===== config.mk =====
export PLATFORM = sky130hd
export DESIGN_NAME = mem_wb_top
export DESIGN_NICKNAME = d
export VERILOG_FILES = /design/src/hdl/rv_ctrl_pkg.sv /design/src/hdl/rv_types_pkg.sv /design/src/hdl/csr_file.sv /design/src/hdl/load_extract.sv /design/src/hdl/mem_stage.sv /design/src/hdl/mem_wb_top.sv /design/src/hdl/writeback_stage.sv
export SDC_FILE = /design/constraint.sdc
export NUM_CORES = 1
export LEC_CHECK = 0
export BUFFER_PORTS_ARGS = -buffer_cell sky130_fd_sc_hd__buf_2
export CAP_MARGIN = 10
export CORE_ASPECT_RATIO = 0.6
export CORE_MARGIN = 5
export CORE_UTILIZATION = 50
export DETAILED_ROUTE_END_ITERATION = 10
export PLACE_DENSITY = 0.75
export SKIP_CTS_REPAIR_TIMING = 1
export SLEW_MARGIN = 20
export SYNTH_ARGS = -nofsm -noshare
export SYNTH_HDL_FRONTEND = slang
export SYNTH_SLANG_ARGS = --single-unit

===== constraint.sdc =====
create_clock -name clk -period 34 [get_ports clk]
set_clock_uncertainty 0.15 [all_clocks]
set_input_delay 6.8 -clock clk [delete_from_list [all_inputs] [get_ports clk]]
set_output_delay 6.8 -clock clk [all_outputs]
set_load 0.01 [all_outputs]

===== src/hdl/rv_ctrl_pkg.sv =====
package rv_ctrl_pkg;

  // Access width, doubles as the store lane code on the memory port
  typedef enum logic [1:0] {
    MEM_NONE = 2'd0,
    MEM_BYTE = 2'd1,
    MEM_HALF = 2'd2,
    MEM_WORD = 2'd3
  } mem_size_t;

  // Register writeback source
  typedef enum logic [1:0] {
    WB_ALU = 2'd0,
    WB_MEM = 2'd1,
    WB_PC4 = 2'd2,
    WB_CSR = 2'd3
  } wb_src_t;

  // CSR read-modify-write operation
  typedef enum logic [1:0] {
    CSR_MOVE  = 2'd0,
    CSR_SET   = 2'd1,
    CSR_CLEAR = 2'd2
  } csr_op_t;

  typedef logic [11:0] csr_addr_t;

  // Machine CSRs
  localparam csr_addr_t CSR_MSCRATCH = 12'h340;
  localparam csr_addr_t CSR_MEPC     = 12'h341;
  localparam csr_addr_t CSR_MTVEC    = 12'h305;

  // PC step between instructions
  localparam int INST_BYTES = 4;

endpackage


===== src/hdl/rv_types_pkg.sv =====
package rv_types_pkg;

  // One machine word on every data path
  typedef logic [31:0] word_t;

  // Register file index, also reused as the 5-bit CSR immediate
  typedef logic [4:0] reg_idx_t;

  // A memory word seen as byte lanes or as halfword lanes.
  // Lane 0 is the least significant, so the address offset indexes directly.
  typedef union packed {
    logic [3:0][7:0]  bytes;
    logic [1:0][15:0] halves;
  } load_word_u;

endpackage


===== src/hdl/csr_file.sv =====
`timescale 1ns/1ns

module csr_file (
  input  logic                   clk,
  input  logic                   nrst,
  input  rv_ctrl_pkg::csr_addr_t raddr,
  input  rv_ctrl_pkg::csr_addr_t waddr,
  input  logic                   wen,
  input  rv_types_pkg::word_t    wdata,
  output rv_types_pkg::word_t    rdata
);
  import rv_types_pkg::*;
  import rv_ctrl_pkg::*;

  word_t mscratch;
  word_t mepc;
  word_t mtvec;

  // Unknown addresses read as zero
  always_comb begin
    case (raddr)
      CSR_MSCRATCH: rdata = mscratch;
      CSR_MEPC:     rdata = mepc;
      CSR_MTVEC:    rdata = mtvec;
      default:      rdata = '0;
    endcase
  end

  // mtvec kept whole, no base/mode split
  always_ff @(posedge clk) begin
    if (!nrst) begin
      mscratch <= '0;
      mepc     <= '0;
      mtvec    <= '0;
    end else if (wen) begin
      case (waddr)
        CSR_MSCRATCH: mscratch <= wdata;
        CSR_MEPC:     mepc     <= wdata;
        CSR_MTVEC:    mtvec    <= wdata;
        default: begin
        end
      endcase
    end
  end

  // One op in flight, so a write never repeats on the next cycle
  assert property (@(posedge clk) disable iff (!nrst) wen |=> !wen);

endmodule


===== src/hdl/load_extract.sv =====
`timescale 1ns/1ns

module load_extract (
  input  rv_types_pkg::word_t    load,
  input  logic [1:0]             addr_low,
  input  rv_ctrl_pkg::mem_size_t size,
  input  logic                   is_unsigned,
  output rv_types_pkg::word_t    value
);
  import rv_types_pkg::*;
  import rv_ctrl_pkg::*;

  load_word_u  lanes;
  logic [7:0]  sel_byte;
  logic [15:0] sel_half;

  assign lanes = load;

  // Halfword lane comes from bit 1 only, low offset bit ignored
  assign sel_byte = lanes.bytes[addr_low];
  assign sel_half = lanes.halves[addr_low[1]];

  always_comb begin
    case (size)
      MEM_BYTE: begin
        if (is_unsigned) begin
          value = {24'd0, sel_byte};
        end else begin
          value = {{24{sel_byte[7]}}, sel_byte};
        end
      end
      MEM_HALF: begin
        if (is_unsigned) begin
          value = {16'd0, sel_half};
        end else begin
          value = {{16{sel_half[15]}}, sel_half};
        end
      end
      // Word loads pass through
      default: value = load;
    endcase
  end

endmodule


===== src/hdl/mem_stage.sv =====
`timescale 1ns/1ns

module mem_stage (
  input  logic                    clk,
  input  logic                    nrst,
  input  logic                    req,
  output logic                    ack,
  input  rv_types_pkg::word_t     op_alu,
  input  rv_types_pkg::word_t     op_rs2,
  input  rv_types_pkg::word_t     op_rs1_val,
  input  rv_types_pkg::reg_idx_t  op_rs1,
  input  rv_types_pkg::word_t     op_pc,
  input  rv_types_pkg::reg_idx_t  op_rd,
  input  logic                    op_read,
  input  rv_ctrl_pkg::mem_size_t  op_write,
  input  rv_ctrl_pkg::mem_size_t  op_size,
  input  logic                    op_unsigned,
  input  rv_ctrl_pkg::wb_src_t    op_wb_src,
  input  rv_ctrl_pkg::csr_op_t    op_csr_op,
  input  logic                    op_csr_imm,
  input  rv_ctrl_pkg::csr_addr_t  op_csr_addr,
  input  rv_types_pkg::word_t     mem_load,
  input  logic                    mem_ready,
  output rv_types_pkg::word_t     mem_addr,
  output logic                    mem_read,
  output rv_ctrl_pkg::mem_size_t  mem_write,
  output rv_types_pkg::word_t     mem_store,
  output logic                    mem_done,
  output logic                    wb_valid,
  output rv_types_pkg::word_t     wb_alu,
  output rv_types_pkg::word_t     wb_load,
  output rv_types_pkg::word_t     wb_pc,
  output rv_types_pkg::reg_idx_t  wb_rd,
  output rv_types_pkg::reg_idx_t  wb_rs1,
  output rv_types_pkg::word_t     wb_rs1_val,
  output rv_ctrl_pkg::mem_size_t  wb_size,
  output logic                    wb_unsigned,
  output rv_ctrl_pkg::wb_src_t    wb_src,
  output rv_ctrl_pkg::csr_op_t    wb_csr_op,
  output logic                    wb_csr_imm,
  output rv_ctrl_pkg::csr_addr_t  wb_csr_addr
);
  import rv_types_pkg::*;
  import rv_ctrl_pkg::*;

  // FSM state is busy (memory access) and ack (writeback/ack), idle when both are low
  logic       busy;
  logic       start;
  logic       finish;
  logic       access;
  logic       cap_read;
  mem_size_t  cap_write;
  word_t      cap_rs2;
  load_word_u store_lanes;

  assign start  = req & ~busy & ~ack;
  assign access = cap_read | (cap_write != MEM_NONE);
  // Ops without memory access finish on the first busy cycle
  assign finish = busy & (~access | mem_ready);

  assign mem_addr  = wb_alu;
  assign mem_read  = busy & cap_read;
  assign mem_write = busy ? cap_write : MEM_NONE;
  assign mem_done  = busy & access & mem_ready;
  assign mem_store = store_lanes;

  // Place store data into the lanes named by the address offset
  always_comb begin
    case (cap_write)
      MEM_BYTE: begin
        store_lanes = '0;
        store_lanes.bytes[wb_alu[1:0]] = cap_rs2[7:0];
      end
      MEM_HALF: begin
        store_lanes = '0;
        store_lanes.halves[wb_alu[1]] = cap_rs2[15:0];
      end
      default: store_lanes = cap_rs2;
    endcase
  end

  always_ff @(posedge clk) begin
    if (!nrst) begin
      busy      <= 1'b0;
      ack       <= 1'b0;
      wb_valid  <= 1'b0;
      cap_read  <= 1'b0;
      cap_write <= MEM_NONE;
    end else begin
      wb_valid <= finish;
      if (start) begin
        busy      <= 1'b1;
        cap_read  <= op_read;
        cap_write <= op_write;
      end else if (finish) begin
        busy <= 1'b0;
        ack  <= 1'b1;
      end else if (ack && !req) begin
        ack <= 1'b0;
      end
    end
  end

  // Operation fields stay put from capture until the next op
  always_ff @(posedge clk) begin
    if (start) begin
      wb_alu      <= op_alu;
      cap_rs2     <= op_rs2;
      wb_rs1_val  <= op_rs1_val;
      wb_rs1      <= op_rs1;
      wb_pc       <= op_pc;
      wb_rd       <= op_rd;
      wb_size     <= op_size;
      wb_unsigned <= op_unsigned;
      wb_src      <= op_wb_src;
      wb_csr_op   <= op_csr_op;
      wb_csr_imm  <= op_csr_imm;
      wb_csr_addr <= op_csr_addr;
    end
    if (mem_done) begin
      wb_load <= mem_load;
    end
  end

  // Upstream must never hand over an op that both reads and writes
  assert property (@(posedge clk) disable iff (!nrst)
    !(mem_read && (mem_write != MEM_NONE)));

  // Request held steady under back-pressure
  assert property (@(posedge clk) disable iff (!nrst)
    (mem_read || (mem_write != MEM_NONE)) && !mem_ready |=>
      $stable(mem_read) && $stable(mem_write) && $stable(mem_addr) && $stable(mem_store));

endmodule


===== src/hdl/mem_wb_top.sv =====
`timescale 1ns/1ns

module mem_wb_top (
  input  logic                    clk,
  input  logic                    nrst,
  input  logic                    req,
  output logic                    ack,
  input  rv_types_pkg::word_t     op_alu,
  input  rv_types_pkg::word_t     op_rs2,
  input  rv_types_pkg::word_t     op_rs1_val,
  input  rv_types_pkg::reg_idx_t  op_rs1,
  input  rv_types_pkg::word_t     op_pc,
  input  rv_types_pkg::reg_idx_t  op_rd,
  input  logic                    op_read,
  input  rv_ctrl_pkg::mem_size_t  op_write,
  input  rv_ctrl_pkg::mem_size_t  op_size,
  input  logic                    op_unsigned,
  input  rv_ctrl_pkg::wb_src_t    op_wb_src,
  input  rv_ctrl_pkg::csr_op_t    op_csr_op,
  input  logic                    op_csr_imm,
  input  rv_ctrl_pkg::csr_addr_t  op_csr_addr,
  output rv_types_pkg::word_t     mem_addr,
  output logic                    mem_read,
  output rv_ctrl_pkg::mem_size_t  mem_write,
  output rv_types_pkg::word_t     mem_store,
  input  rv_types_pkg::word_t     mem_load,
  input  logic                    mem_ready,
  output logic                    mem_done,
  output logic                    rf_wen,
  output rv_types_pkg::reg_idx_t  rf_wsel,
  output rv_types_pkg::word_t     rf_wdat
);
  import rv_types_pkg::*;
  import rv_ctrl_pkg::*;

  // Writeback register contents
  logic      wb_valid;
  word_t     wb_alu;
  word_t     wb_load;
  word_t     wb_pc;
  reg_idx_t  wb_rd;
  reg_idx_t  wb_rs1;
  word_t     wb_rs1_val;
  mem_size_t wb_size;
  logic      wb_unsigned;
  wb_src_t   wb_src;
  csr_op_t   wb_csr_op;
  logic      wb_csr_imm;
  csr_addr_t wb_csr_addr;

  // CSR port, one address serves read and write
  csr_addr_t csr_addr;
  logic      csr_wen;
  word_t     csr_wdata;
  word_t     csr_rdata;

  mem_stage mem_stage_inst (.*);

  writeback_stage writeback_stage_inst (.*);

  csr_file csr_file_inst (
    .clk   (clk),
    .nrst  (nrst),
    .raddr (csr_addr),
    .waddr (csr_addr),
    .wen   (csr_wen),
    .wdata (csr_wdata),
    .rdata (csr_rdata)
  );

endmodule


===== src/hdl/writeback_stage.sv =====
`timescale 1ns/1ns

module writeback_stage (
  input  logic                    wb_valid,
  input  rv_types_pkg::word_t     wb_alu,
  input  rv_types_pkg::word_t     wb_load,
  input  rv_types_pkg::word_t     wb_pc,
  input  rv_types_pkg::reg_idx_t  wb_rd,
  input  rv_types_pkg::reg_idx_t  wb_rs1,
  input  rv_types_pkg::word_t     wb_rs1_val,
  input  rv_ctrl_pkg::mem_size_t  wb_size,
  input  logic                    wb_unsigned,
  input  rv_ctrl_pkg::wb_src_t    wb_src,
  input  rv_ctrl_pkg::csr_op_t    wb_csr_op,
  input  logic                    wb_csr_imm,
  input  rv_ctrl_pkg::csr_addr_t  wb_csr_addr,
  input  rv_types_pkg::word_t     csr_rdata,
  output logic                    rf_wen,
  output rv_types_pkg::reg_idx_t  rf_wsel,
  output rv_types_pkg::word_t     rf_wdat,
  output rv_ctrl_pkg::csr_addr_t  csr_addr,
  output logic                    csr_wen,
  output rv_types_pkg::word_t     csr_wdata
);
  import rv_types_pkg::*;
  import rv_ctrl_pkg::*;

  word_t load_value;
  word_t csr_src;

  load_extract load_extract_inst (
    .load        (wb_load),
    .addr_low    (wb_alu[1:0]),
    .size        (wb_size),
    .is_unsigned (wb_unsigned),
    .value       (load_value)
  );

  assign rf_wen   = wb_valid;
  assign rf_wsel  = wb_rd;
  assign csr_addr = wb_csr_addr;
  assign csr_wen  = wb_valid & (wb_src == WB_CSR);

  // Immediate form uses the rs1 field itself, zero extended
  assign csr_src = wb_csr_imm ? {27'd0, wb_rs1} : wb_rs1_val;

  always_comb begin
    case (wb_src)
      WB_MEM:  rf_wdat = load_value;
      WB_PC4:  rf_wdat = wb_pc + word_t'(INST_BYTES);
      WB_CSR:  rf_wdat = csr_rdata;
      default: rf_wdat = wb_alu;
    endcase
  end

  // New CSR value from the old one
  always_comb begin
    case (wb_csr_op)
      CSR_MOVE:  csr_wdata = csr_src;
      CSR_SET:   csr_wdata = csr_rdata | csr_src;
      CSR_CLEAR: csr_wdata = csr_rdata & ~csr_src;
      default:   csr_wdata = csr_rdata;
    endcase
  end

endmodule


==> results of run 1 <==
-- cells by family (layout without fill, tap and decap cells) --
group | count (synthesis) | in the layout
flops | 292 | 292
xor+xnor | 20 | 20
compound gates | 470 | 470
fa+ha+maj | 6 | 6
buf+inv | 117 | 401
mux | 17 | 17
simple gates | 277 | 277
-- tightest hold or removal path, cell delays in order (launching register included) --
cell and delay [ps]:
dfxtp_1 310, o21ai_0 80, a21oi_1 60
-- cells in the final DEF (no fill, tap or decap), types with 7 or more instances in the layout --
master and count:
a211oi_1 17, a21oi_1 147, a221oi_1 13, a22o_1 30
a22oi_1 44, and2_1 19, and3_1 8, buf_2 303
buf_4 19, clkbuf_16 30, dfxtp_1 102, edfxtp_1 190
inv_1 27, mux2i_1 12, nand2_1 53, nand2b_1 33
nand3_1 18, nor2_1 74, nor2b_1 10, nor3_1 15
o211ai_1 9, o21ai_0 128, o22a_1 7, o22ai_1 9
o32a_1 17, xnor2_1 11, xor2_1 9
-- routing by layer --
metal	vias up	track usage [%]
met3	80	10.6
met1	5386	38.3
met2	635	40.2
li1	5105	-
met5	-	0
met4	4	5.93
-- registers in the layout (all words and copies together), names as in the netlist, 5 cells and up --
| register | count |
|---|---|
| csr_file_inst.mscratch | 32 |
| mem_stage_inst.mem_addr | 32 |
| mem_stage_inst.wb_csr_addr | 12 |
| mem_stage_inst.wb_rd | 5 |
| mem_stage_inst.wb_rs1 | 5 |
| csr_file_inst.mtvec | 32 |
| mem_stage_inst.wb_pc | 32 |
| mem_stage_inst.wb_load | 32 |
| mem_stage_inst.wb_rs1_val | 32 |
| mem_stage_inst.cap_rs2 | 32 |
| csr_file_inst.mepc | 32 |
-- cell usage after synthesis (all sizes together), types with 4 or more instances --
cell      n
nor4      4
a22oi    44
clkbuf   65
and2     19
and3      8
dfxtp   102
nor3b     5
o211ai    9
o221a     4
nor2b    11
a211oi   17
mux2i    12
o22a      7
a22o     30
a21oi   147
o32a     17
xor2      9
a211o     4
o31ai     4
mux2      4
nor2     75
o21ai   131
a221oi   13
edfxtp  190
nor3     15
nand3    19
nand2    53
inv      27
buf      25
ha        6
nand2b   33
nand4     7
and3b     6
and4      6
o221ai    4
a221o     4
o22ai     9
xnor2    11
-- through the flow --
stage	area, um2	instances
after CTS	15900	1843
after global routing	15900	1843
after floorplan	13200	1199
final	15900	1843
after detailed placement	14900	1791
after global placement	14900	1791
-- where the power goes --
part | leakage, nW | total (W) | switching, W | internal (W)
Clock | 0.459 | 0.000322 | 0.000140 | 0.000182
Sequential | 2.62 | 0.000408 | 0.0000108 | 0.000397
Combinational | 2.94 | 0.000101 | 0.0000637 | 0.0000371
Total | 6.03 | 0.000830 | 0.000215 | 0.000616
-- final timing paths --
check	start	endpoint	slack (ps)	cells past startpoint
worst min-delay path	csr_file_inst.mscratch[6]	csr_file_inst.mscratch[6]	350	2
worst max-delay path	mem_ready	mem_done	19390	4
worst max register to register	mem_stage_inst.wb_csr_addr[6]	csr_file_inst.mscratch[24]	30870	5
worst min register to register	csr_file_inst.mscratch[6]	csr_file_inst.mscratch[6]	350	2
-- final cells by class --
class                           count  area [um2]
Clock buffer                       34         787
Clock inverter                     18         170
Fill cell                        2146       10300
Inverter                           27         101
Multi-Input combinational cell    790        4970
Sequential cell                   292        7750
Tap cell                          360         450
Timing Repair Buffer              322        1660
==> summary.md, run 1 <==
| Metric | Value |
|---|---|
| Metal1 wirelength | `17000 um` |
| CP required | `roughly 27000 ps` |
| Status | `completed` |
| Synth Area in Simple Gates | `11.5%` |
| Synth top area cells | `edfxtp_1 43%, dfxtp_1 16%, a21oi_1 5.6%, o21ai_0 4.9%, a22oi_1 2.5%` |
| Die area | `29800 um2` |
| I/O pin cnt | `304` |
| Avg Inst Size Synth | `11.0 um2` |
| Vias | `11.2k` |
| Clock slew at reported path FFs | `70 ps` |
| Worst Max-Slew Pin Slew | `1170 ps` |
| First-pass GRT wire length | `62400 um` |
| Post-Synthesis Cells | `1199` |
| Die Ht | `136 um` |
| CTS buffer count | `28` |
| Post-synthesis mux area share | `~1.4%` |
| Post-synth EDFFs | `190` |
| Worst Path Buf+Inv | `3` |
| Largest net degree at the start of global routing | `90` |
| Wire per inst | `22.8 um` |
| Clock sink count | `292` |
| Gr usage total | `27.2%` |
| Asr flop ratio synth | `0%` |
| CP endpoint kind | `primary output` |
| Synth cell types | `71` |
| Drt via density | `between 6 and 7` |
| Cell Area, Synth | `13200 um2` |
| Initial DRC Count | `1337` |
| Peak VDD IR | `0.0592 mV` |
| Post-synthesis register bit count | `292` |
| Row count | `46` |
| Max Freq | `68.4 MHz` |
| Met2 wire len | `18400 um` |
| Slew margin rel. | `21.8%` |
| Pwr dens | `around 52 nW/um2` |
| Highest Signal Layer | `met5` |
| Endpoints failing hold | `0` |
| Share of layout cells above drive strength 1 | `a little over a quarter` |
| Hold crit path type | `reg2reg` |
| Most used cell, CP | `buf_2` |
| First-pass iteration count of the detailed router | `6` |
| Initial Util | `50.2%` |
| Routed met3 length | `roughly 5600 um` |
| Register area share after synthesis | `58.9%` |
| Max cap viols | `0` |
| Critical Path Max Stage Delay | `370 ps` |
| Die width | `219 um` |
| Fin Hold WS | `~350 ps` |
| Critical path's slowest cell | `buf_4` |
| Post-synth top area share | `43.4%` |
| Final wirelength | `42100 um` |
| Clk_lat worst skew | `570 ps` |
| Placer Congestion | `0.990` |
| Dpl ws | `19390 ps` |
| Largest family of logic cells by synthesized area | `compound AO/OA/AOI/OAI gates` |
| Htree depth | `1` |
| Fraction of the mapped netlist area in adder cells | `0.571%` |
| Cell taking the most area after synthesis | `edfxtp_1` |
| Vias in the first global route | `10.6k` |
| N_diodes | `0` |
| Root Driver | `clkbuf_16` |
| CP Max Fanout | `33` |
| Tmin final | `14610 ps` |
| Startpoint Class | `input port` |
| # port buffers | `303` |
| Core area | `approximately 26000 um2` |
| Main synth FF type | `edfxtp_1` |
| Warnings from Yosys | `0` |
| Antenna Nets Post-Route | `0` |
| CP cell instances | `buf_2 > and3_1 > buf_4 > buf_2` |
| Post-Synth XOR/XNOR Area | `1.33%` |
| Post-DP HPWL | `29900 um` |
| Total gr overflow | `0` |
| Worst setup margin | `19390 ps` |
| Crit path max-delay family | `buffers and inverters` |
| CP Class | `in2out` |
| Final period util | `43.0%` |
| Final core occ | `60.6%` |
| RSZ-0062 raised after global routing | `false` |
| Final setup viols | `0` |
| Total power | `0.000830 W` |
| TritonCTS clock tree | `built` |
| Max clock buf depth | `3` |
| Slew Limit Fails | `0` |
| # nets final | `1664` |
| Pleak | `6.03 nW` |
| Total Neg Setup Slack | `0 ps` |
| Synth Area in Compound Gates | `22.7%` |
| Syn_nets | `1402` |
| Drt drc | `0` |
| Arr. time, crit path | `7660 ps` |
| Antenna violations before repair | `2` |
| Layout area overhead | `20.8%` |
(Power assumes the default switching activity.)
==> run 2, diff against run 1 <==
- CORE_UTILIZATION: 50 -> 49
- PLACE_DENSITY: 0.75 -> 0.77
- clock period: 34 -> 12.9 ns (I/O delays scaled with it)
==> run 2 against run 1 <==
Compared with the run above:
- via count is 0.57% higher
- combinational power grew to 2.7 times the previous value
- worst setup slack worse by 13000 ps
- routed wire length is 4.4% higher
- largest power group unchanged
- sequential power grew to 2.6 times the previous value
- register-to-register slack worse by 21000 ps
- critical path depth is 3 higher
==> summary.md, run 2 (synthesized netlist as in run 1, its figures left out) <==
| Metric | Value |
|---|---|
| Origin of the worst min-delay path | `csr_file_inst.mscratch[6]` |
| Peak VDD IR | `0.0970 mV` |
| Status | `completed` |
| Int Pwr | `0.00160 W` |
| RSZ-0062 raised after global routing | `false` |
| Clock slew at reported path FFs | `about 60 ps` |
| Max Freq | `160 MHz` |
| WHS Path Cells | `2` |
| TritonCTS clock tree | `built` |
| Gr usage total | `27.6%` |
| Critical path's slowest cell | `nor2b_1` |
| Clk pwr share | `37.7%` |
| First-pass GRT wire length | `64400 um` |
| WP depth | `7` |
| Worst R2R Setup Slack | `9530 ps` |
| Core area | `26400 um2` |
| Arr. time, crit path | `3510 ps` |
| Fin Hold WS | `about 340 ps` |
| Clk_lat worst skew | `570 ps` |
| I/O pin cnt | `304` |
| Die area | `30300 um2` |
| Row count | `46` |
| Vias | `11.3k` |
| Placer Congestion | `about 0.95` |
| Pleak | `6.02 nW` |
| Share of layout cells above drive strength 1 | `approximately a quarter` |
| Max clock buf depth | `3` |
| Worst Path Buf+Inv | `2` |
| Comb pwr share | `12.5%` |
| # nets final | `1665` |
| Hold crit path type | `reg2reg` |
| Initial Util | `49.8%` |
| Die Ht | `137 um` |
| Critical Path Max Stage Delay | `800 ps` |
| CP Class | `reg2out` |
| Endpoints failing hold | `0` |
| Antenna violations before repair | `9` |
| Switching power total | `~0.00057 W` |
| Max cap viols | `0` |
| Total Neg Setup Slack | `0 ps` |
| Die width | `221 um` |
| CP endpoint kind | `primary output` |
| Final setup viols | `0` |
| Drt drc | `0` |
| Reg power frac | `between 40% and 50%` |
| Slew Limit Fails | `0` |
| CP Max Fanout | `46` |
| CTS buffer count | `28` |
| Crit path max-delay family | `simple AND/OR/NAND/NOR gates` |
| Initial DRC Count | `1554` |
| Total gr overflow | `0` |
| Leading cell type in the layout, fill and taps excluded | `buf_2` |
| Layout area overhead | `20.6%` |
| Clock sink count | `292` |
| Pwr dens | `136 nW/um2` |
| Root Driver | `clkbuf_16` |
| Net Sw Frac | `26.3%` |
| Largest net degree at the start of global routing | `90` |
| Reg2Reg Depth | `7` |
| Vias in the first global route | `10.8k` |
| Slew margin rel. | `about 31%` |
| Wire per inst | `23.8 um` |
| Final wirelength | `~44000 um` |
| Drt via density | `slightly above 6` |
| Worst R2R End | `csr_file_inst.mepc[2]` |
| Htree depth | `1` |
| Post-DP HPWL | `31400 um` |
| Layout Cells excl Fill | `1845` |
| Antenna Nets Post-Route | `0` |
| First-pass iteration count of the detailed router | `6` |
| Most frequent cells in the layout | `303 x buf_2, 190 x edfxtp_1, 147 x a21oi_1` |
| Worst Max-Slew Pin Slew | `1030 ps` |
| Final period util | `48.4%` |
| Design area | `15900 um2` |
| # port buffers | `about 300` |
| CP cell instances | `buf_4 > nor2b_1 > nand2_1 > nor2_1 > a221oi_1 > o221ai_1 > buf_2` |
| Placed cells | `1791` |
| CP required | `10170 ps` |
| Post-DP Area | `between 10000 and 15000 um2` |
| R2R Path Start | `mem_stage_inst.wb_src[1]` |
| Final core occ | `60.1%` |
| Tmin final | `6240 ps` |
| Startpoint Class | `register` |
| End of the worst hold path | `csr_file_inst.mscratch[6]` |
run 2: how the worst max path moves through the flow:
stage                               start                 endpoint
6_report         mem_stage_inst.wb_src[0]              rf_wdat[23]
5_1_grt        mem_stage_inst.mem_addr[1]               rf_wdat[1]
3_5_place_dp                    mem_ready                 mem_done
2_1_floorplan                         req  mem_stage_inst.cap_read
3_3_place_gp                    mem_ready                 mem_done
4_1_cts                         mem_ready                 mem_done
run 2: area by class of cell:
| cell class | instances | area (um2) |
|---|---|---|
| multi-input combinational | 790 | 4980 |
| antenna | 1 | 2.50 |
| fill | 2175 | 10600 |
| clock inverter | 13 | 88.8 |
| tap | 360 | 450 |
| inverter | 27 | 101 |
| timing repair buffer | 323 | 1670 |
| clock buffer | 39 | 826 |
| sequential | 292 | 7750 |
run 2: per-layer routing:
metal,track usage [%],share of wire [%],routed length (um)
met1,37.9,39,17400
met2,40.9,43,19000
met4,6.33,2.4,1040
met3,11.5,15,6390
met5,2.42,0.37,161
run 2: worst reg2reg max path: cells and delay by family (launching register included):
| kind | cells | cell delay [ps] |
|---|---|---|
| simple gates | 4 | 1740 |
| flops | 1 | 320 |
| buf+inv | 2 | 840 |
| compound gates | 1 | 250 |
run 2: stage by stage:
stage,worst slack (ps),power [W]
after detailed placement,6740,0.00136
after CTS,6730,0.00217
after global routing,6570,0.00224
after global placement,6770,0.00136
after floorplan,3330,0.00124
final,6660,0.00217
run 2: power by group through the flow:
stage / Sequential [W] / Combinational [W] / Clock (W)
floorplan: 0.00110 / 0.000143 / 0
global placement: 0.00110 / 0.000262 / 0
detailed placement: 0.00110 / 0.000265 / 0
CTS: 0.00108 / 0.000267 / 0.000828
global route: 0.00108 / 0.000290 / 0.000868
finish: 0.00108 / 0.000272 / 0.000817
